**src/rtl/cpu_pkg.sv**
```systemverilog
`default_nettype none

package cpu_pkg;

    localparam int word_size  = 16;
    localparam int reg_addr_w = 2;

    // instruction field positions
    localparam int op_msb  = 15;
    localparam int op_lsb  = 12;
    localparam int rs_msb  = 11;
    localparam int rs_lsb  = 10;
    localparam int rt_msb  = 9;
    localparam int rt_lsb  = 8;
    localparam int rd_msb  = 7;
    localparam int rd_lsb  = 6;
    localparam int imm_msb = 7;   // imm8, sign-extended
    localparam int jmp_msb = 11;  // jump target field is 11..0

    typedef enum logic [3:0] {
        OP_NOP = 4'd0,
        OP_ADD,
        OP_SUB,
        OP_AND,
        OP_ORR,
        OP_ADI,
        OP_LWD,
        OP_SWD,
        OP_BNE,
        OP_JMP,
        OP_WWD,
        OP_HLT
    } opcode_t;

    typedef enum logic [1:0] {ALU_ADD, ALU_SUB, ALU_AND, ALU_OR} alu_op_t;

    typedef struct packed {
        logic [word_size-1:0] pc;
        logic [word_size-1:0] instr;
    } if_id_t;

    // decoded instruction on its way into EX
    typedef struct packed {
        logic [word_size-1:0]  pc;
        logic [reg_addr_w-1:0] rs;
        logic [reg_addr_w-1:0] rt;
        logic [reg_addr_w-1:0] wr_addr;
        logic [word_size-1:0]  rdata1;
        logic [word_size-1:0]  rdata2;
        logic [word_size-1:0]  imm;
        alu_op_t               alu_op;
        logic                  use_imm;
        logic                  mem_rd;
        logic                  mem_wr;
        logic                  reg_wr;
        logic                  is_branch;
        logic                  is_jump;
        logic                  is_out;
        logic                  is_halt;
    } id_ex_t;

    typedef struct packed {
        logic [word_size-1:0]  pc;
        logic [word_size-1:0]  alu_out;    // also the memory address
        logic [word_size-1:0]  store_data;
        logic [reg_addr_w-1:0] wr_addr;
        logic                  mem_rd;
        logic                  mem_wr;
        logic                  reg_wr;
        logic                  is_out;
        logic                  is_halt;
    } ex_mem_t;

    typedef struct packed {
        logic [word_size-1:0]  wb_data;
        logic [reg_addr_w-1:0] wr_addr;
        logic                  reg_wr;
        logic                  is_out;
        logic                  is_halt;
    } mem_wb_t;

endpackage

`default_nettype wire

```
**src/rtl/cpu_core.sv**
```systemverilog
`timescale 1ns/100ps
`default_nettype none

module cpu_core (
    input  logic                          clk,
    input  logic                          rst_n,
    output logic [cpu_pkg::word_size-1:0] i_addr,
    input  logic [cpu_pkg::word_size-1:0] i_data,
    output logic                          d_req,
    output logic                          d_we,
    output logic [cpu_pkg::word_size-1:0] d_addr,
    output logic [cpu_pkg::word_size-1:0] d_wdata,
    input  logic                          d_ack,
    input  logic [cpu_pkg::word_size-1:0] d_rdata,
    output logic                          out_valid,
    output logic [cpu_pkg::word_size-1:0] out_data,
    output logic                          halted
);
    import cpu_pkg::*;

    logic [word_size-1:0] pc;
    logic [word_size-1:0] target;
    logic [word_size-1:0] load_data;
    logic [word_size-1:0] rdata1;
    logic [word_size-1:0] rdata2;
    logic redirect;
    logic mem_busy;
    logic fetch_halted;  // HLT has left ID, fetch stays frozen
    logic wb_fresh;      // MEM/WB took a new entry last edge
    logic pc_hold;
    logic if_id_stall;
    logic if_id_flush;
    logic id_ex_stall;
    logic id_ex_flush;
    logic late_stall;

    if_id_t  if_id_d, if_id_q;
    id_ex_t  id_ex_d, id_ex_q;
    ex_mem_t ex_mem_d, ex_mem_q;
    mem_wb_t mem_wb_d, mem_wb_q;

    always_ff @(posedge clk) begin
        if (!rst_n) begin
            pc <= '0;
        end else if (!pc_hold) begin
            pc <= redirect ? target : pc + word_size'(1);
        end
    end

    assign i_addr  = pc;
    assign if_id_d = '{pc: pc, instr: i_data};

    pipe_reg #(.payload_t(if_id_t)) if_id_reg (
        .clk, .rst_n, .stall(if_id_stall), .flush(if_id_flush), .d(if_id_d), .q(if_id_q));

    reg_file reg_file_inst (
        .clk, .rst_n,
        .rs(if_id_q.instr[rs_msb:rs_lsb]), .rt(if_id_q.instr[rt_msb:rt_lsb]),
        .we(mem_wb_q.reg_wr && wb_fresh), .wa(mem_wb_q.wr_addr), .wd(mem_wb_q.wb_data),
        .rdata1, .rdata2);

    decoder decoder_inst (
        .instr(if_id_q.instr), .pc(if_id_q.pc), .rdata1, .rdata2, .id_ex(id_ex_d));

    hazard_unit hazard_unit_inst (
        .id_rs(id_ex_d.rs), .id_rt(id_ex_d.rt), .id_is_halt(id_ex_d.is_halt || fetch_halted),
        .ex_mem_rd(id_ex_q.mem_rd), .ex_wr_addr(id_ex_q.wr_addr), .redirect,
        .mem_busy, .pc_hold, .if_id_stall, .if_id_flush, .id_ex_stall, .id_ex_flush,
        .late_stall);

    pipe_reg #(.payload_t(id_ex_t)) id_ex_reg (
        .clk, .rst_n, .stall(id_ex_stall), .flush(id_ex_flush), .d(id_ex_d), .q(id_ex_q));

    exec_unit exec_unit_inst (
        .id_ex(id_ex_q), .fwd_mem(ex_mem_q), .fwd_wb(mem_wb_q), .ex_mem(ex_mem_d),
        .redirect, .target);

    pipe_reg #(.payload_t(ex_mem_t)) ex_mem_reg (
        .clk, .rst_n, .stall(late_stall), .flush(1'b0), .d(ex_mem_d), .q(ex_mem_q));

    mem_port mem_port_inst (
        .clk, .rst_n, .ex_mem(ex_mem_q), .d_ack, .d_rdata, .d_req, .d_we, .d_addr,
        .d_wdata, .busy(mem_busy), .load_data);

    // write-back select
    assign mem_wb_d = '{
        wb_data: ex_mem_q.mem_rd ? load_data : ex_mem_q.alu_out,
        wr_addr: ex_mem_q.wr_addr,
        reg_wr:  ex_mem_q.reg_wr,
        is_out:  ex_mem_q.is_out,
        is_halt: ex_mem_q.is_halt
    };

    // held during memory waits so EX keeps its WB forwarding source
    pipe_reg #(.payload_t(mem_wb_t)) mem_wb_reg (
        .clk, .rst_n, .stall(late_stall), .flush(1'b0), .d(mem_wb_d), .q(mem_wb_q));

    always_ff @(posedge clk) begin
        if (!rst_n) begin
            fetch_halted <= 1'b0;
            halted       <= 1'b0;
            wb_fresh     <= 1'b0;
        end else begin
            if (id_ex_d.is_halt && !id_ex_stall && !id_ex_flush) begin
                fetch_halted <= 1'b1;
            end
            if (mem_wb_q.is_halt) begin
                halted <= 1'b1;  // sticky until reset
            end
            wb_fresh <= !late_stall;
        end
    end

    assign out_valid = mem_wb_q.is_out && wb_fresh;  // one pulse per WWD
    assign out_data  = mem_wb_q.wb_data;

endmodule

`default_nettype wire

```
**src/rtl/decoder.sv**
```systemverilog
`timescale 1ns/100ps
`default_nettype none

module decoder (
    input  logic [cpu_pkg::word_size-1:0] instr,
    input  logic [cpu_pkg::word_size-1:0] pc,
    input  logic [cpu_pkg::word_size-1:0] rdata1,
    input  logic [cpu_pkg::word_size-1:0] rdata2,
    output cpu_pkg::id_ex_t               id_ex
);
    import cpu_pkg::*;

    opcode_t               op;
    logic [reg_addr_w-1:0] rd;
    logic [word_size-1:0]  imm_sx;
    logic [word_size-1:0]  jmp_field;

    assign op        = opcode_t'(instr[op_msb:op_lsb]);
    assign rd        = instr[rd_msb:rd_lsb];
    assign imm_sx    = {{(word_size-imm_msb-1){instr[imm_msb]}}, instr[imm_msb:0]};
    assign jmp_field = {{(word_size-jmp_msb-1){1'b0}}, instr[jmp_msb:0]};

    always_comb begin
        id_ex        = '0;
        id_ex.pc     = pc;
        id_ex.rs     = instr[rs_msb:rs_lsb];
        id_ex.rt     = instr[rt_msb:rt_lsb];
        id_ex.rdata1 = rdata1;
        id_ex.rdata2 = rdata2;
        id_ex.imm    = imm_sx;
        case (op)
            OP_ADD, OP_SUB, OP_AND, OP_ORR: begin
                id_ex.wr_addr = rd;
                id_ex.reg_wr  = 1'b1;
                id_ex.alu_op  = (op == OP_SUB) ? ALU_SUB :
                                (op == OP_AND) ? ALU_AND :
                                (op == OP_ORR) ? ALU_OR  : ALU_ADD;
            end
            OP_ADI, OP_LWD: begin
                id_ex.wr_addr = id_ex.rt;    // I-type writes rt
                id_ex.reg_wr  = 1'b1;
                id_ex.use_imm = 1'b1;
                id_ex.mem_rd  = (op == OP_LWD);
            end
            OP_SWD: begin
                id_ex.use_imm = 1'b1;    // base + offset
                id_ex.mem_wr  = 1'b1;
            end
            OP_BNE: id_ex.is_branch = 1'b1;
            OP_JMP: begin
                id_ex.is_jump = 1'b1;
                id_ex.imm     = jmp_field;
            end
            OP_WWD: id_ex.is_out  = 1'b1;
            OP_HLT: id_ex.is_halt = 1'b1;
            default: id_ex = '0;  // NOP and unused opcodes
        endcase
    end

endmodule

`default_nettype wire

```
**src/rtl/exec_unit.sv**
```systemverilog
`timescale 1ns/100ps
`default_nettype none

module exec_unit (
    input  cpu_pkg::id_ex_t               id_ex,
    input  cpu_pkg::ex_mem_t              fwd_mem,
    input  cpu_pkg::mem_wb_t              fwd_wb,
    output cpu_pkg::ex_mem_t              ex_mem,
    output logic                          redirect,
    output logic [cpu_pkg::word_size-1:0] target
);
    import cpu_pkg::*;

    logic [word_size-1:0] op_a;
    logic [word_size-1:0] op_b;
    logic [word_size-1:0] alu_b;
    logic [word_size-1:0] alu_res;

    // newest writer wins, MEM before WB
    always_comb begin
        if (fwd_mem.reg_wr && fwd_mem.wr_addr == id_ex.rs) begin
            op_a = fwd_mem.alu_out;
        end else if (fwd_wb.reg_wr && fwd_wb.wr_addr == id_ex.rs) begin
            op_a = fwd_wb.wb_data;
        end else begin
            op_a = id_ex.rdata1;
        end
        if (fwd_mem.reg_wr && fwd_mem.wr_addr == id_ex.rt) begin
            op_b = fwd_mem.alu_out;
        end else if (fwd_wb.reg_wr && fwd_wb.wr_addr == id_ex.rt) begin
            op_b = fwd_wb.wb_data;
        end else begin
            op_b = id_ex.rdata2;
        end
    end

    assign alu_b = id_ex.use_imm ? id_ex.imm : op_b;

    always_comb begin
        case (id_ex.alu_op)
            ALU_ADD: alu_res = op_a + alu_b;
            ALU_SUB: alu_res = op_a - alu_b;
            ALU_AND: alu_res = op_a & alu_b;
            ALU_OR:  alu_res = op_a | alu_b;
        endcase
    end

    // BNE taken or JMP, resolved here so two slots get squashed
    assign redirect = (id_ex.is_branch && op_a != op_b) || id_ex.is_jump;
    assign target   = id_ex.is_jump ?
                      {id_ex.pc[word_size-1:jmp_msb+1], id_ex.imm[jmp_msb:0]} :
                      id_ex.pc + word_size'(1) + id_ex.imm;

    assign ex_mem = '{
        pc:         id_ex.pc,
        alu_out:    id_ex.is_out ? op_a : alu_res,  // WWD passes rs through
        store_data: op_b,
        wr_addr:    id_ex.wr_addr,
        mem_rd:     id_ex.mem_rd,
        mem_wr:     id_ex.mem_wr,
        reg_wr:     id_ex.reg_wr,
        is_out:     id_ex.is_out,
        is_halt:    id_ex.is_halt
    };

endmodule

`default_nettype wire

```
**src/rtl/hazard_unit.sv**
```systemverilog
`timescale 1ns/100ps
`default_nettype none

module hazard_unit (
    input  logic [cpu_pkg::reg_addr_w-1:0] id_rs,
    input  logic [cpu_pkg::reg_addr_w-1:0] id_rt,
    input  logic                           id_is_halt,
    input  logic                           ex_mem_rd,
    input  logic [cpu_pkg::reg_addr_w-1:0] ex_wr_addr,
    input  logic                           redirect,
    input  logic                           mem_busy,
    output logic                           pc_hold,
    output logic                           if_id_stall,
    output logic                           if_id_flush,
    output logic                           id_ex_stall,
    output logic                           id_ex_flush,
    output logic                           late_stall
);

    logic load_use;

    assign load_use = ex_mem_rd && (ex_wr_addr == id_rs || ex_wr_addr == id_rt);

    always_comb begin
        pc_hold     = 1'b0;
        if_id_stall = 1'b0;
        if_id_flush = 1'b0;
        id_ex_stall = 1'b0;
        id_ex_flush = 1'b0;
        late_stall  = mem_busy;
        if (mem_busy) begin
            pc_hold     = 1'b1;  // whole pipe waits on data memory
            if_id_stall = 1'b1;
            id_ex_stall = 1'b1;
        end else if (redirect) begin
            if_id_flush = 1'b1;
            id_ex_flush = 1'b1;
        end else if (load_use) begin
            pc_hold     = 1'b1;
            if_id_stall = 1'b1;
            id_ex_flush = 1'b1;  // one bubble into EX
        end else if (id_is_halt) begin
            pc_hold     = 1'b1;
            if_id_flush = 1'b1;
        end
    end

endmodule

`default_nettype wire

```
**src/rtl/mem_port.sv**
```systemverilog
`timescale 1ns/100ps
`default_nettype none

module mem_port (
    input  logic                          clk,
    input  logic                          rst_n,
    input  cpu_pkg::ex_mem_t              ex_mem,
    input  logic                          d_ack,
    input  logic [cpu_pkg::word_size-1:0] d_rdata,
    output logic                          d_req,
    output logic                          d_we,
    output logic [cpu_pkg::word_size-1:0] d_addr,
    output logic [cpu_pkg::word_size-1:0] d_wdata,
    output logic                          busy,
    output logic [cpu_pkg::word_size-1:0] load_data
);

    typedef enum logic [1:0] {ST_IDLE, ST_WAIT_ACK, ST_WAIT_RELEASE, ST_DONE} state_t;

    state_t state;
    logic   access;

    assign access  = ex_mem.mem_rd || ex_mem.mem_wr;
    assign d_req   = (state == ST_WAIT_ACK);
    assign d_we    = ex_mem.mem_wr;
    assign d_addr  = ex_mem.alu_out;     // held steady by the stalled EX/MEM
    assign d_wdata = ex_mem.store_data;
    assign busy    = (state == ST_IDLE && access) || state == ST_WAIT_ACK ||
                     state == ST_WAIT_RELEASE;

    always_ff @(posedge clk) begin
        if (!rst_n) begin
            state <= ST_IDLE;
        end else begin
            case (state)
                ST_IDLE:         if (access) state <= ST_WAIT_ACK;
                ST_WAIT_ACK:     if (d_ack) state <= ST_WAIT_RELEASE;
                ST_WAIT_RELEASE: if (!d_ack) state <= ST_DONE;
                ST_DONE:         state <= ST_IDLE;  // access retires this cycle
            endcase
        end
    end

    always_ff @(posedge clk) begin
        if (state == ST_WAIT_ACK && d_ack) begin
            load_data <= d_rdata;
        end
    end

    a_addr_stable: assert property (@(posedge clk) disable iff (!rst_n)
        d_req |=> !d_req || $stable(d_addr));

endmodule

`default_nettype wire

```
**src/rtl/pipe_reg.sv**
```systemverilog
`timescale 1ns/100ps
`default_nettype none

module pipe_reg #(
    parameter type payload_t = logic
) (
    input  logic     clk,
    input  logic     rst_n,
    input  logic     stall,
    input  logic     flush,
    input  payload_t d,
    output payload_t q
);

    always_ff @(posedge clk) begin
        if (!rst_n || flush) begin
            q <= '0;  // zero payload is a bubble
        end else if (!stall) begin
            q <= d;
        end
    end

    // hazard priority never asks a stage to stall and flush at once
    a_no_stall_flush: assert property (@(posedge clk) disable iff (!rst_n)
        !(stall && flush));

endmodule

`default_nettype wire

```
**src/rtl/reg_file.sv**
```systemverilog
`timescale 1ns/100ps
`default_nettype none

module reg_file (
    input  logic                           clk,
    input  logic                           rst_n,
    input  logic [cpu_pkg::reg_addr_w-1:0] rs,
    input  logic [cpu_pkg::reg_addr_w-1:0] rt,
    input  logic                           we,
    input  logic [cpu_pkg::reg_addr_w-1:0] wa,
    input  logic [cpu_pkg::word_size-1:0]  wd,
    output logic [cpu_pkg::word_size-1:0]  rdata1,
    output logic [cpu_pkg::word_size-1:0]  rdata2
);
    import cpu_pkg::*;

    logic [word_size-1:0] regs [2**reg_addr_w];

    always_ff @(posedge clk) begin
        if (!rst_n) begin
            for (int i = 0; i < 2**reg_addr_w; i++) begin
                regs[i] <= '0;
            end
        end else if (we) begin
            regs[wa] <= wd;
        end
    end

    // write-through, WB result visible to ID in the same cycle
    assign rdata1 = (we && wa == rs) ? wd : regs[rs];
    assign rdata2 = (we && wa == rt) ? wd : regs[rt];

endmodule

`default_nettype wire

```
**config.mk**
```make
export PLATFORM = sky130hd
export DESIGN_NAME = cpu_core
export DESIGN_NICKNAME = d
export VERILOG_FILES = /design/src/rtl/cpu_pkg.sv /design/src/rtl/cpu_core.sv /design/src/rtl/decoder.sv /design/src/rtl/exec_unit.sv /design/src/rtl/hazard_unit.sv /design/src/rtl/mem_port.sv /design/src/rtl/pipe_reg.sv /design/src/rtl/reg_file.sv
export SDC_FILE = /design/constraint.sdc
export NUM_CORES = 1
export LEC_CHECK = 0
export ABC_CLOCK_PERIOD_IN_PS = 9040
export BUFFER_PORTS_ARGS = -buffer_cell sky130_fd_sc_hd__buf_4
export CAP_MARGIN = 20
export CORE_ASPECT_RATIO = 2
export CORE_UTILIZATION = 63
export DETAILED_ROUTE_END_ITERATION = 10
export GPL_TIMING_DRIVEN = 1
export PLACE_DENSITY = 0.93
export SETUP_SLACK_MARGIN = 0.02
export SLEW_MARGIN = 20
export SYNTH_ARGS = -nofsm -noshare
export SYNTH_HDL_FRONTEND = slang
export SYNTH_SLANG_ARGS = --single-unit
export TNS_END_PERCENT = 100
```
**constraint.sdc**
```tcl
create_clock -name clk -period 9.04 [get_ports clk]
set_input_delay 0.904 -clock clk [delete_from_list [all_inputs] [get_ports clk]]
set_output_delay 0.904 -clock clk [all_outputs]
set_load 0.05 [all_outputs]
```
# Word level (Yosys, flattened, before mapping)
# Memories as Yosys holds them, arrays and structs flattened. A register that Yosys moved wholly into a read port is not among the register bits.
# Index checks and enable logic that the tools add are counted.
# word_totals
reg_bits	209
out_inout_bits	68
ramBits	64
mem_count	1
wordCells	166
inputBits	35
# op_classes
reduce_logical	36
n_mux	56
n_addsub	5
bitwise_logic	2
eq_ne	29
# memory_table
name	words	word_bits	read_ports	rd_ports_with_merged_regs	wr	line	source
reg_file_inst.regs	4	16	2	2	4	reg_file.sv:17	logic [word_size-1:0] regs [2**reg_addr_w];
# ops
op	n
$mux 16	12
$pmux 16 s4	1
$add 16x1->16 const B	2
$add 16x16->16	2
$mux 32	1
$pmux 16 s2	1
$mux 1	26
$mux 2	12
$mux 20	1
$and 16x16->16	1
$eq 2x2->1	8
$eq 4x3->1 const B	4
$eq 4x4->1 const B	4
$ne 16x16->1	1
$or 16x16->16	1
$reduce_or 16->1	1
$sub 16x16->16	1
$logic_and 1x1->1	14
$reduce_or 11->1	1
$reduce_or 10->1	1
$eq 2x2->1 const B	4
$eq 4x2->1 const B	2
$logic_or 1x1->1	8
$pmux 2 s4	1
12 further kinds	18

# Logic depth before layout (Yosys ltp)
# Gate-level depths: netlist of the first run.
# depth
ltp_word	11
ltp_mapped	21
ltp_nobuf	19

# Modules after synthesis
# Synthesis of the first run repeated with hierarchy kept, for this count alone.
# unflattened
cells_unflattened	1809
hier_area_um2	17782.1
# by_module_without_submodules
module	seq_area_each_um2	cells_per_inst	instances	area_each_um2
exec_unit	0.0	600	1	4042.6
reg_file	1921.8	227	1	3779.9
pipe_reg (id_ex_reg)	1601.5	259	1	2884.0
pipe_reg (ex_mem_reg)	1101.1	178	1	2005.7
cpu_core	380.4	159	1	1321.3
pipe_reg (if_id_reg)	640.6	104	1	1173.6
mem_port	520.5	71	1	919.6
decoder	0.0	125	1	782.0
pipe_reg (mem_wb_reg)	420.4	69	1	758.2
hazard_unit	0.0	17	1	115.1

# Least setup slack after synthesis of the first run
# No wires, ideal clock.
# synth_timing
path_type	register -> register
start	register mem_wb_reg.q[4] (netlist name)
end	register ex_mem_reg.q[36] (netlist name)
slack_ns	4.828
path_buffers	2
arrival_time_ns	4.117
t_required_ns	8.945
setup_time_ns	0.095
period_less_slack_ns	4.212
stages_incl_launch_ff	19
cell_sequence	dfxtp_1 -> buf_4 -> xor2_2 -> clkbuf_1 -> o31ai_1 -> a31oi_1 -> mux2i_1 -> ha_1 -> a21oi_1 -> ha_1 -> nor2b_1 -> o21a_1 -> o21ai_0 -> a31oi_1 -> o31ai_1 -> o21ai_0 -> xor2_1 -> nand2_1 -> a221oi_1
# synth_via
elab_chain_cells	8
elab_cells_between_ends	15
classes_between	add/sub (2); eq/ne (2); mux (7); bitwise (2); reduce/logical (2)
# synth_lines
element	line	source
start: declaration	pipe_reg.sv:12	output payload_t q
start signal: assignment	pipe_reg.sv:17	q <= '0;
start signal: assignment	pipe_reg.sv:19	q <= d;
$eq 2x2->1	exec_unit.sv:30	end else if (fwd_wb.reg_wr && fwd_wb.wr_addr == id_ex.rt) begin
$logic_and 1x1->1	exec_unit.sv:30	
$mux 16	exec_unit.sv:30	
$mux 16	exec_unit.sv:28	if (fwd_mem.reg_wr && fwd_mem.wr_addr == id_ex.rt) begin
$mux 16	exec_unit.sv:37	assign alu_b = id_ex.use_imm ? id_ex.imm : op_b;
$sub 16x16->16 (tied with other cells)	exec_unit.sv:42	ALU_SUB: alu_res = op_a - alu_b;
$pmux 16 s4	exec_unit.sv:40	case (id_ex.alu_op)
$mux 16 *	exec_unit.sv:56	alu_out: id_ex.is_out ? op_a : alu_res,
end signal: assignment	pipe_reg.sv:17	
end signal: assignment	pipe_reg.sv:19	
end: declaration	pipe_reg.sv:12	
# Mark *: on every way between the ends. The rest lies on a longest branch, timed or not.
# A chain may end at the register's enable or synchronous reset.

# Worst setup path after layout of the first run
# Same ends and word-level chain as after synthesis.

==> impl_summary.log, run 1 <==
[metrics] status: finished, final reports clean
[metrics] worst min-delay path startpoint: id_ex_reg.q[71]$_SDFFE_PP0P_
[metrics] worst setup path startpoint: mem_wb_reg.q[4]$_SDFFE_PN0P_
[metrics] net count of the finished layout: 1,785
[metrics] yosys warns: 0
[metrics] prevailing post-synth register cell: dfxtp_1
[metrics] maximum clock rate: 184 MHz
[metrics] reg2reg end: ex_mem_reg.q[36]$_SDFFE_PN0P_
[metrics] cell type with the largest total area after synthesis: dfxtp_1
[metrics] cells resized by post-CTS repair: 0
[metrics] Max Used Layer: met4
[metrics] worst min-delay path class: reg2reg
[metrics] number of port buffers: 102
[metrics] count of state elements after synthesis: 274
[metrics] total met2 wirelength after detailed routing: 24,900 um
[metrics] first-pass iteration count of the detailed router: 7
[metrics] min Tclk post-route: 5.43 ns
[metrics] Req. time, crit path: 9.49 ns
[metrics] Std-Cell Core Area: 24,600 um^2
[metrics] flop-to-flop setup slack: 3.61 ns
[metrics] nature of the critical path startpoint: register
[metrics] data arrival time of the critical path: 5.88 ns
[metrics] worst slew pin tran: 1.08 ns
[metrics] die boundary width: 114 um
[metrics] share of layout cells above drive strength 1: 16.1%
[metrics] CTS max path bufs: 3
[metrics] total I/O pin count: 103
[metrics] CTS Hold Bufs: 0
[metrics] Synth Net Count: 1,805
[metrics] most common cell after layout, fill and taps aside: dfxtp_1
[metrics] Final HPWL DP: 35,200 um
[metrics] Leak Pwr: 6.38 nW
[metrics] filler-free cell count of the finished design: 2,061
[metrics] remaining number of nets flagged by the antenna check after routing: 0
[metrics] clk root buf: clkbuf_16
[metrics] register clock-pin slew on the reported worst setup and hold paths: 0.08 ns
[metrics] per-cell via count in the routed design: 6.67
[metrics] clk_skew: 0.0242 ns
[metrics] top library cells by usage in the layout, fill and taps aside: 192 x dfxtp_1, 160 x nand2_1, 146 x nor2_1, 133 x buf_4, 106 x a21oi_1
[metrics] M1 wire length: 15,600 um
[metrics] detailed-route DRC error count: 0
[metrics] CTS tree: built
[metrics] wire length on met3: 3350 um
[metrics] sequential fraction of the synthesis area: 39.6%
[metrics] Avg Cell Area, Syn: 9.16 um^2
[metrics] postcts setup bufs: 0
[metrics] number of buffers created by CTS: 24
[metrics] count of routing violations after the opening detailed-route iteration: 1,065
[metrics] share of the core filled with cells in the final layout: 69.8%
[metrics] Skew-Pair Late Insertion Delay: 0.56 ns
[metrics] Total Negative Setup Slacks: 0 ns
[metrics] top cell type's share of synthesized area: 24.5%
[metrics] CP max FO: 18
[metrics] top area cells in the synthesized netlist: dfxtp_1 24%, edfxtp_1 15%, mux4_2 4.5%, nand2_1 3.8%, mux2i_1 3.7%
[metrics] number of pins with negative max-slew slack in the final report: 0
[metrics] critical path endpoint category: register
[metrics] instance count of the mapped netlist: 1,731
[metrics] die outline area: 25,800 um^2
[metrics] final count of hold timing violations: 0
[metrics] number of violations of the max-capacitance limit: 0
[metrics] placer congestion estimate: 0.991
[metrics] unrepaired setup endpoints after global routing: false
[metrics] Cells after DPL: 2,016
[metrics] std cell rows: 81
[metrics] starting density of the core: 64.4%
[metrics] final-report setup violation count: 0
[metrics] level count of the clock H-tree: 1
[metrics] Routed Wire Length: 49,300 um
[metrics] Peak VDD IR: 254 uV
[metrics] kind of critical path: reg2reg
[metrics] global-route wire length before repair: 75,800 um
[metrics] mapped cell area: 15,900 um^2
[metrics] vias: 13,800
[metrics] EDFF count, synth: 80
[metrics] total congestion overflow after global routing: 0
[metrics] cell count of the worst hold path: 2
[metrics] Clock Sink Count: 274
[metrics] diodes inserted: 0
[metrics] number of distinct library cell variants in the gate-level netlist after synthesis: 70
[metrics] power per unit of standard cell area: 343 nW/um^2
[metrics] worst r2r src: mem_wb_reg.q[4]$_SDFFE_PN0P_
[metrics] Slew headroom: 28.0%
[metrics] post-synthesis to final-layout area growth: 8.38%
[metrics] Post-synth ARST share: 0%
[metrics] overall fraction of global-route tracks in use: 38.7%
[metrics] number of antenna violations at the first check in global routing: 0
[metrics] Hold Path Sink: id_ex_reg.q[71]$_SDFFE_PP0P_
[metrics] R2R depth: 17
[metrics] die outline height: 226 um
[metrics] maximum number of pins on one net before global-route repair: 95
[metrics] number of global-route vias before repair: 13,900
[metrics] power after layout: 5.89 mW
[metrics] post-route clock period utilization: 60.0%
[metrics] average detailed-routed wire length per instance: 23.9 um
-- power breakdown --
group	internal, mW	switching [mW]	total (mW)	leakage, nW
sequential	1.47	0.356	1.83	2.39
combinational	1.13	1.92	3.05	3.62
clock	0.539	0.479	1.02	0.368
-- registers in the layout, summed over array words and instances, names as in the netlist, named ones only --
signal	flops
ex_mem_reg.q	39
fetch_halted	1
halted	1
i_addr	16
id_ex_reg.q	77
if_id_reg.q	32
mem_port_inst.load_data	16
mem_port_inst.state	2
mem_wb_reg.q	21
reg_file_inst.regs	64
wb_fresh	1
-- layer usage --
layer | GRT usage (%) | vias to the layer above
li1 | - | 6228
met4 | 38.0 | 0
met5 | 0 | -
met2 | 68.8 | 730
met3 | 7.06 | 306
met1 | 36.1 | 6493
-- kinds of logic (layout without fill, tap and decap cells) --
kind of cell,count (synthesis),count (layout),synth area share (%)
and+or+nand+nor,587,587,17.7
AOI/OAI and AO/OA,405,405,17.0
DFF,274,274,39.6
buffers and inverters,216,214,6.71
muxes,130,130,11.0
xor gates and xnor gates,80,80,4.70
adders and majority gates,39,39,3.17
-- metrics by stage --
stage	hold WS [ns]	worst slack, ns	instance area, um^2
final	0.457	3.61	17200
after global routing	0.470	3.29	17200
after CTS	0.460	3.75	17200
after detailed placement	0.445	3.74	16400
after global placement	0.439	3.95	16400
after floorplan	0.432	4.83	15900
-- how the worst max path moves through the flow --
stage                     slack, ns  cells after the start                            end
after floorplan                4.83                     18  ex_mem_reg.q[36]$_SDFFE_PN0P_
after global placement         3.95                     17  ex_mem_reg.q[38]$_SDFFE_PN0P_
after detailed placement       3.74                     17  ex_mem_reg.q[36]$_SDFFE_PN0P_
after CTS                      3.75                     17  ex_mem_reg.q[36]$_SDFFE_PN0P_
after global routing           3.29                     17  ex_mem_reg.q[36]$_SDFFE_PN0P_
final                          3.61                     17  ex_mem_reg.q[36]$_SDFFE_PN0P_
-- synth_stat cells, types with 4 or more instances --
| master | instances |
|---|---|
| buf_2 | 12 |
| a31oi_1 | 43 |
| buf_6 | 5 |
| a21oi_1 | 107 |
| mux2_2 | 39 |
| nand2_1 | 160 |
| a22oi_1 | 33 |
| o22ai_1 | 9 |
| nand3_1 | 49 |
| a21boi_0 | 4 |
| a221oi_1 | 11 |
| buf_1 | 7 |
| o31ai_1 | 36 |
| nor3_1 | 33 |
| o21a_1 | 10 |
| or3_1 | 7 |
| mux2i_1 | 59 |
| dfxtp_1 | 194 |
| nand2b_1 | 17 |
| nor2_1 | 147 |
| o31a_1 | 4 |
| xor2_2 | 6 |
| a21o_1 | 8 |
| and3_1 | 13 |
| xor2_1 | 22 |
| ha_1 | 37 |
| clkbuf_1 | 101 |
| o21ai_0 | 59 |
| a211oi_1 | 23 |
| buf_4 | 53 |
| a32oi_1 | 4 |
| nor2b_1 | 10 |
| nor4_1 | 33 |
| o211ai_1 | 14 |
| mux4_2 | 32 |
| and2_1 | 68 |
| edfxtp_1 | 80 |
| nand4_1 | 39 |
| or2_2 | 4 |
| a32o_1 | 5 |
| inv_1 | 36 |
| xnor2_1 | 52 |
-- critical path, cell delays in order (launching register included) --
cell,delay (ns)
dfxtp_1,0.67
xor2_2,0.71
o31ai_1,0.16
a31oi_1,0.45
nand2_1,0.10
a21boi_0,0.19
ha_1,0.35
a21oi_1,0.23
ha_1,0.27
nor2b_1,0.12
o21a_1,0.17
o21ai_0,0.51
a31oi_1,0.24
o31ai_1,0.40
o21ai_0,0.21
xor2_1,0.16
nand2_1,0.07
a221oi_1,0.33
-- cell type report --
cell class,count,area [um^2]
Clock buffer,29,641
Clock inverter,15,116
Fill cell,1827,7440
Inverter,37,139
Multi-Input combinational cell,1241,8590
Sequential cell,274,6290
Tap cell,332,415
Timing Repair Buffer,133,998
(Power assumes the default switching activity.)
==> inputs of run 2 (changes only) <==
--- a/config.mk
+++ b/config.mk
@@ -5,14 +5,14 @@
 export SDC_FILE = /design/constraint.sdc
 export NUM_CORES = 1
 export LEC_CHECK = 0
-export ABC_CLOCK_PERIOD_IN_PS = 9040
+export ABC_CLOCK_PERIOD_IN_PS = 5300
 export BUFFER_PORTS_ARGS = -buffer_cell sky130_fd_sc_hd__buf_4
 export CAP_MARGIN = 20
 export CORE_ASPECT_RATIO = 2
-export CORE_UTILIZATION = 63
+export CORE_UTILIZATION = 62
 export DETAILED_ROUTE_END_ITERATION = 10
 export GPL_TIMING_DRIVEN = 1
-export PLACE_DENSITY = 0.93
+export PLACE_DENSITY = 0.92
 export SETUP_SLACK_MARGIN = 0.02
 export SLEW_MARGIN = 20
 export SYNTH_ARGS = -nofsm -noshare
==> constraint.sdc (replaced) <==
create_clock -name clk -period 5.3 [get_ports clk]
set_input_delay 0.53 -clock clk [delete_from_list [all_inputs] [get_ports clk]]
set_output_delay 0.53 -clock clk [all_outputs]
set_load 0.05 [all_outputs]
==> run 2 against run 1 <==
Core utilization fell by 0.90 points; first-iteration DRC count grew 13%; fmax up 16%; combinational power increased by 79%; cell count is 1.0% higher; die area is 1.6% higher; worst setup slack lost 3.0 ns; register-to-register slack worse by 3.0 ns; highest routed layer is now met5.
==> impl_summary.log, run 2 (synthesized netlist as in run 1, its figures left out) <==
[metrics] status: finished, final reports clean
[metrics] worst min-delay path startpoint: d_rdata[12]
[metrics] Req. time, crit path: 5.73 ns
[metrics] total congestion overflow after global routing: 0
[metrics] worst slew pin tran: 1.16 ns
[metrics] number of flip-flops in the largest register: 77
[metrics] Leak Pwr: 6.47 nW
[metrics] diodes inserted: 0
[metrics] Skew-Pair Late Insertion Delay: 0.54 ns
[metrics] final count of hold timing violations: 0
[metrics] min Tclk post-route: 4.66 ns
[metrics] R2R depth: 15
[metrics] starting density of the core: 63.1%
[metrics] share of layout cells above drive strength 1: 16.7%
[metrics] die boundary width: 115 um
[metrics] level count of the clock H-tree: 1
[metrics] cell count of the worst hold path: 1
[metrics] CTS Hold Bufs: 0
[metrics] per-cell via count in the routed design: 6.64
[metrics] data arrival time of the critical path: 5.09 ns
[metrics] number of global-route vias before repair: 14,000
[metrics] nature of the critical path startpoint: register
[metrics] cell-by-cell listing of the critical path: xor2_2 -> buf_4 -> o31ai_1 -> a31oi_1 -> o41ai_1 -> and3_1 -> a31oi_1 -> xor2_1 -> ha_1 -> or3_1 -> o31ai_1 -> o21ai_0 -> a31oi_1 -> xnor2_1 -> o21ai_0
[metrics] critical path endpoint category: register
[metrics] maximum clock rate: 214 MHz
[metrics] average detailed-routed wire length per instance: 24.4 um
[metrics] worst min-delay path class: in2reg
[metrics] cell repeated most along the worst path: a31oi_1
[metrics] CP max stage cell: dfxtp_1
[metrics] CP max FO: 16
[metrics] first-pass iteration count of the detailed router: 5
[metrics] Hold Path Sink: mem_port_inst.load_data[12]$_DFFE_PP_
[metrics] critical path's top delay family: compound AO/OA/AOI/OAI gates
[metrics] filler-free cell count of the finished design: 2,082
[metrics] remaining number of nets flagged by the antenna check after routing: 0
[metrics] post-route clock period utilization: 88.0%
[metrics] most common cell after layout, fill and taps aside: dfxtp_1
[metrics] count of routing violations after the opening detailed-route iteration: 1,204
[metrics] biggest cell delay along the critical path: 0.67 ns
[metrics] flop-to-flop setup slack: 0.64 ns
[metrics] Peak VDD IR: 403 uV
[metrics] kind of critical path: reg2reg
[metrics] Cells after DPL: 2,040
[metrics] number of port buffers: 102
[metrics] Final HPWL DP: 36,900 um
[metrics] final-report setup violation count: 0
[metrics] overall fraction of global-route tracks in use: 39.3%
[metrics] share of the core filled with cells in the final layout: 68.9%
[metrics] register with the highest flop count: id_ex_reg.q
[metrics] reg2reg end: ex_mem_reg.q[38]$_SDFFE_PN0P_
[metrics] die outline area: 26,300 um^2
[metrics] detailed-route DRC error count: 0
[metrics] Bufs and invs on worst path: 1
[metrics] placer congestion estimate: 1.01
[metrics] power per unit of standard cell area: 590 nW/um^2
[metrics] net count of the finished layout: 1,803
[metrics] number of pins with negative max-slew slack in the final report: 0
[metrics] register clock-pin slew on the reported worst setup and hold paths: 0.07 ns
[metrics] worst hold slack: 0.161 ns
[metrics] number of fillers in the final layout: 1,899
[metrics] clk_skew: 0.0109 ns
[metrics] die outline height: 228 um
[metrics] number of antenna violations at the first check in global routing: 1
[metrics] post-synthesis to final-layout area growth: 9.19%
[metrics] global-route wire length before repair: 77,900 um
[metrics] CTS max path bufs: 3
[metrics] CTS tree: built
[metrics] registers with the most flip-flops: id_ex_reg.q: 77 flops, reg_file_inst.regs: 64 flops, ex_mem_reg.q: 39 flops
[metrics] number of violations of the max-capacitance limit: 0
[metrics] top library cells by usage in the layout, fill and taps aside: 192 x dfxtp_1, 160 x nand2_1, 149 x buf_4, 146 x nor2_1, 106 x a21oi_1
[metrics] total I/O pin count: 103
[metrics] Clock Sink Count: 274
[metrics] std cell rows: 82
[metrics] Std-Cell Core Area: 25,100 um^2
[metrics] cells resized by post-CTS repair: 0
[metrics] unrepaired setup endpoints after global routing: false
[metrics] postcts setup bufs: 0
[metrics] maximum number of pins on one net before global-route repair: 91
[metrics] number of buffers created by CTS: 23
[metrics] Slew headroom: 22.4%
[metrics] vias: 13,800
[metrics] clk root buf: clkbuf_16
[metrics] Routed Wire Length: 50,800 um
[metrics] Total Negative Setup Slacks: 0 ns
[metrics] worst r2r src: mem_wb_reg.q[4]$_SDFFE_PN0P_
[run 2: changes by cell type in the layout (fill, tap and decap cells not counted), moves of 2 or more]
cell and change:
inv_6 +2, clkinv_4 -3, buf_12 +3, clkbuf_8 +2, clkinv_1 +3, clkinvlp_4 -2
buf_4 +16, xnor2_1 +2, xnor2_2 -2, clkbuf_16 -2
[run 2: metrics by stage]
stage                     setup slack (ns)  total power, mW  instance area [um^2]
final                                0.636             10.2                 17300
after global routing                 0.155             10.7                 17300
after CTS                            0.525             10.1                 17300
after detailed placement             0.545             8.43                 16600
after global placement               0.720             8.34                 16600
after floorplan                       1.09             6.94                 15900
[run 2: power by group]
group / internal [mW] / switching (mW) / leakage, nW
logic: 2.02 / 3.43 / 3.73
registers: 2.51 / 0.584 / 2.39
clock network: 0.879 / 0.783 / 0.354
total: 5.41 / 4.80 / 6.47
[run 2: worst max-delay path by stage]
stage / depth (start not counted) / start / end
2_1_floorplan: 18 / mem_wb_reg.q[4]$_SDFFE_PN0P_ / ex_mem_reg.q[36]$_SDFFE_PN0P_
3_3_place_gp: 15 / mem_wb_reg.q[4]$_SDFFE_PN0P_ / ex_mem_reg.q[38]$_SDFFE_PN0P_
3_5_place_dp: 15 / mem_wb_reg.q[4]$_SDFFE_PN0P_ / ex_mem_reg.q[38]$_SDFFE_PN0P_
4_1_cts: 15 / mem_wb_reg.q[4]$_SDFFE_PN0P_ / ex_mem_reg.q[38]$_SDFFE_PN0P_
5_1_grt: 18 / mem_wb_reg.q[4]$_SDFFE_PN0P_ / ex_mem_reg.q[36]$_SDFFE_PN0P_
6_report: 15 / mem_wb_reg.q[4]$_SDFFE_PN0P_ / ex_mem_reg.q[38]$_SDFFE_PN0P_
[run 2: layout make-up]
type / count / area, um^2 / area share [%]
Clock buffer: 28 / 614 / 3.55
Clock inverter: 14 / 98.8 / 0.571
Inverter: 37 / 139 / 0.802
Multi-Input combinational cell: 1241 / 8580 / 49.5
Sequential cell: 274 / 6290 / 36.3
Tap cell: 336 / 420 / 2.43
Timing Repair Buffer: 152 / 1180 / 6.81
[run 2: layer usage]
layer	routed length [um]	track usage, %
met5	13	0
met4	5510	37.1
met3	3480	6.88
met2	26300	70.5
met1	15400	36.2
==> inputs of run 3 (changes only) <==
--- a/config.mk
+++ b/config.mk
@@ -8,7 +8,7 @@
 export ABC_CLOCK_PERIOD_IN_PS = 5300
 export BUFFER_PORTS_ARGS = -buffer_cell sky130_fd_sc_hd__buf_4
 export CAP_MARGIN = 20
-export CORE_ASPECT_RATIO = 2
+export CORE_ASPECT_RATIO = 0.8
 export CORE_UTILIZATION = 62
 export DETAILED_ROUTE_END_ITERATION = 10
 export GPL_TIMING_DRIVEN = 1
==> run 3 against run 2 <==
Cell count down 0.82%; largest power group unchanged; clock skew is 0.0016 ns higher; via count rose by 3.8%; first-iteration DRC count grew 85%; power is 0.42% higher; register-to-register slack worse by 0.25 ns; hold slack worse by 0.014 ns; global-route usage decreased by 3.3 points; core utilization rose by 1.4 points; final area up 0.23%; clock-buffer cell count up 15; critical endpoint is now ex_mem_reg.q[36]$_SDFFE_PN0P_; highest routed layer is now met4.
==> impl_summary.log, run 3 (synthesized netlist as in run 1, its figures left out) <==
[metrics] status: finished, final reports clean
[metrics] kind of critical path: reg2reg
[metrics] Routed Wire Length: 48,800 um
[metrics] average detailed-routed wire length per instance: 23.6 um
[metrics] Req. time, crit path: 5.74 ns
[metrics] flop-to-flop setup slack: 0.38 ns
[metrics] Slew headroom: 25.3%
[metrics] overall fraction of global-route tracks in use: 36.0%
[metrics] diodes inserted: 0
[metrics] total congestion overflow after global routing: 0
[metrics] CTS Hold Bufs: 0
[metrics] min Tclk post-route: 4.92 ns
[metrics] die outline height: 145 um
[metrics] number of pins with negative max-slew slack in the final report: 0
[metrics] area used by multi-input combinational logic: 8590 um^2
[metrics] std cell rows: 51
[metrics] post-synthesis to final-layout area growth: 9.44%
[metrics] CTS max path bufs: 3
[metrics] number of antenna violations at the first check in global routing: 0
[metrics] global-route wire length before repair: 75,000 um
[metrics] worst r2r src: mem_wb_reg.q[4]$_SDFFE_PN0P_
[metrics] clk_skew: 0.0124 ns
[metrics] register clock-pin slew on the reported worst setup and hold paths: 0.06 ns
[metrics] clk root buf: clkbuf_16
[metrics] number of global-route vias before repair: 13,500
[metrics] data arrival time of the critical path: 5.36 ns
[metrics] Clock Sink Count: 274
[metrics] Skew-Pair Late Insertion Delay: 0.56 ns
[metrics] number of violations of the max-capacitance limit: 0
[metrics] final-report setup violation count: 0
[metrics] total I/O pin count: 103
[metrics] Std-Cell Core Area: 24,700 um^2
[metrics] number of port buffers: 102
[metrics] post-route clock period utilization: 92.8%
[metrics] flip-flop and latch area: 6290 um^2
[metrics] starting density of the core: 64.2%
[metrics] CP max FO: 14
[metrics] postcts setup bufs: 0
[metrics] detailed-route DRC error count: 0
[metrics] top library cells by usage in the layout, fill and taps aside: 192 x dfxtp_1, 160 x nand2_1, 145 x nor2_1, 144 x buf_4, 106 x a21oi_1
[metrics] net count of the finished layout: 1,800
[metrics] number of flip-flops in the largest register: 77
[metrics] maximum number of pins on one net before global-route repair: 77
[metrics] Final HPWL DP: 33,500 um
[metrics] level count of the clock H-tree: 1
[metrics] critical path endpoint category: register
[metrics] count of routing violations after the opening detailed-route iteration: 2,226
[metrics] Leak Pwr: 6.49 nW
[metrics] number of buffers created by CTS: 27
[metrics] share of layout cells above drive strength 1: 16.8%
[metrics] nature of the critical path startpoint: register
[metrics] per-cell via count in the routed design: 6.95
[metrics] register with the highest flop count: id_ex_reg.q
[metrics] Hold Path Sink: mem_port_inst.load_data[13]$_DFFE_PP_
[metrics] worst slew pin tran: 1.12 ns
[metrics] vias: 14,400
[metrics] final count of hold timing violations: 0
[metrics] power per unit of standard cell area: 591 nW/um^2
[metrics] placer congestion estimate: 0.969
[metrics] remaining number of nets flagged by the antenna check after routing: 0
[metrics] cell count of the worst hold path: 1
[metrics] Total Negative Setup Slacks: 0 ns
[metrics] registers with the most flip-flops: id_ex_reg.q: 77 flops, reg_file_inst.regs: 64 flops, ex_mem_reg.q: 39 flops
[metrics] most common cell after layout, fill and taps aside: dfxtp_1
[metrics] reg2reg end: ex_mem_reg.q[36]$_SDFFE_PN0P_
[metrics] power after layout: 10.3 mW
[metrics] first-pass iteration count of the detailed router: 6
[metrics] cells resized by post-CTS repair: 0
[metrics] unrepaired setup endpoints after global routing: false
[metrics] CTS tree: built
[metrics] worst min-delay path class: in2reg
[metrics] Peak VDD IR: 328 uV
[metrics] worst min-delay path startpoint: d_rdata[13]
[metrics] die outline area: 26,200 um^2
[metrics] number of fillers in the final layout: 1,762
[metrics] R2R depth: 17
[metrics] die boundary width: 181 um
[metrics] maximum clock rate: 203 MHz
run 3: critical path, stage by stage, from the launching register on:
cell and delay [ns]:
dfxtp_1 0.74, xor2_2 0.22, buf_4 0.25, o31ai_1 0.24, a31oi_1 0.21, o41ai_1 0.70, a31oi_1 0.20, xor2_1 0.19
ha_1 0.34, o21ai_0 0.10, a21oi_1 0.22, nand3_1 0.10, a31oi_1 0.25, o31ai_1 0.17, o21ai_0 0.32, xor2_1 0.17
nand2_1 0.06, a221oi_1 0.31
run 3: worst max-delay path by stage:
stage          slack (ns)                    startpoint                             to
3_5_place_dp         0.58  mem_wb_reg.q[4]$_SDFFE_PN0P_  ex_mem_reg.q[36]$_SDFFE_PN0P_
3_3_place_gp         0.68  mem_wb_reg.q[4]$_SDFFE_PN0P_  ex_mem_reg.q[36]$_SDFFE_PN0P_
5_1_grt              0.09  mem_wb_reg.q[4]$_SDFFE_PN0P_  ex_mem_reg.q[38]$_SDFFE_PN0P_
2_1_floorplan        1.09  mem_wb_reg.q[4]$_SDFFE_PN0P_  ex_mem_reg.q[36]$_SDFFE_PN0P_
4_1_cts              0.54  mem_wb_reg.q[4]$_SDFFE_PN0P_  ex_mem_reg.q[36]$_SDFFE_PN0P_
6_report             0.38  mem_wb_reg.q[4]$_SDFFE_PN0P_  ex_mem_reg.q[36]$_SDFFE_PN0P_
run 3: cell type report:
cell class              count  share of cell area, %
clock inverters             7                  0.324
well taps                 318                   2.29
repair buffers            145                   6.34
inverters                  37                  0.800
flip-flops and latches    274                   36.2
clock buffers              43                   4.53
multi-input cells        1241                   49.5
run 3: power by group:
part / internal (mW) / switching (mW) / total (mW)
Sequential: 2.51 / 0.628 / 3.14
Clock: 1.02 / 0.826 / 1.85
Combinational: 1.97 / 3.30 / 5.27
Total: 5.50 / 4.75 / 10.3
run 3: through the flow:
step | hold WS, ns | worst slack (ns) | cell area (um^2) | cells | util [%]
floorplan | 0.432 | 1.09 | 15900 | 1731 | -
global placement | 0.436 | 0.677 | 16500 | 2015 | 66.8
detailed placement | 0.444 | 0.581 | 16500 | 2015 | 66.8
CTS | 0.136 | 0.538 | 17300 | 2065 | 70.2
global route | 0.138 | 0.0907 | 17400 | 2065 | 70.3
finish | 0.147 | 0.382 | 17400 | 2065 | 70.3
run 3: per-layer routing:
metal  up-vias  wire, um  track usage, %
met1      6704     19100            50.9
met2      1187     20800            53.1
met3       208      6770            8.38
met4         0      2090            14.4
li1       6261         -               -
met5         -         0               0
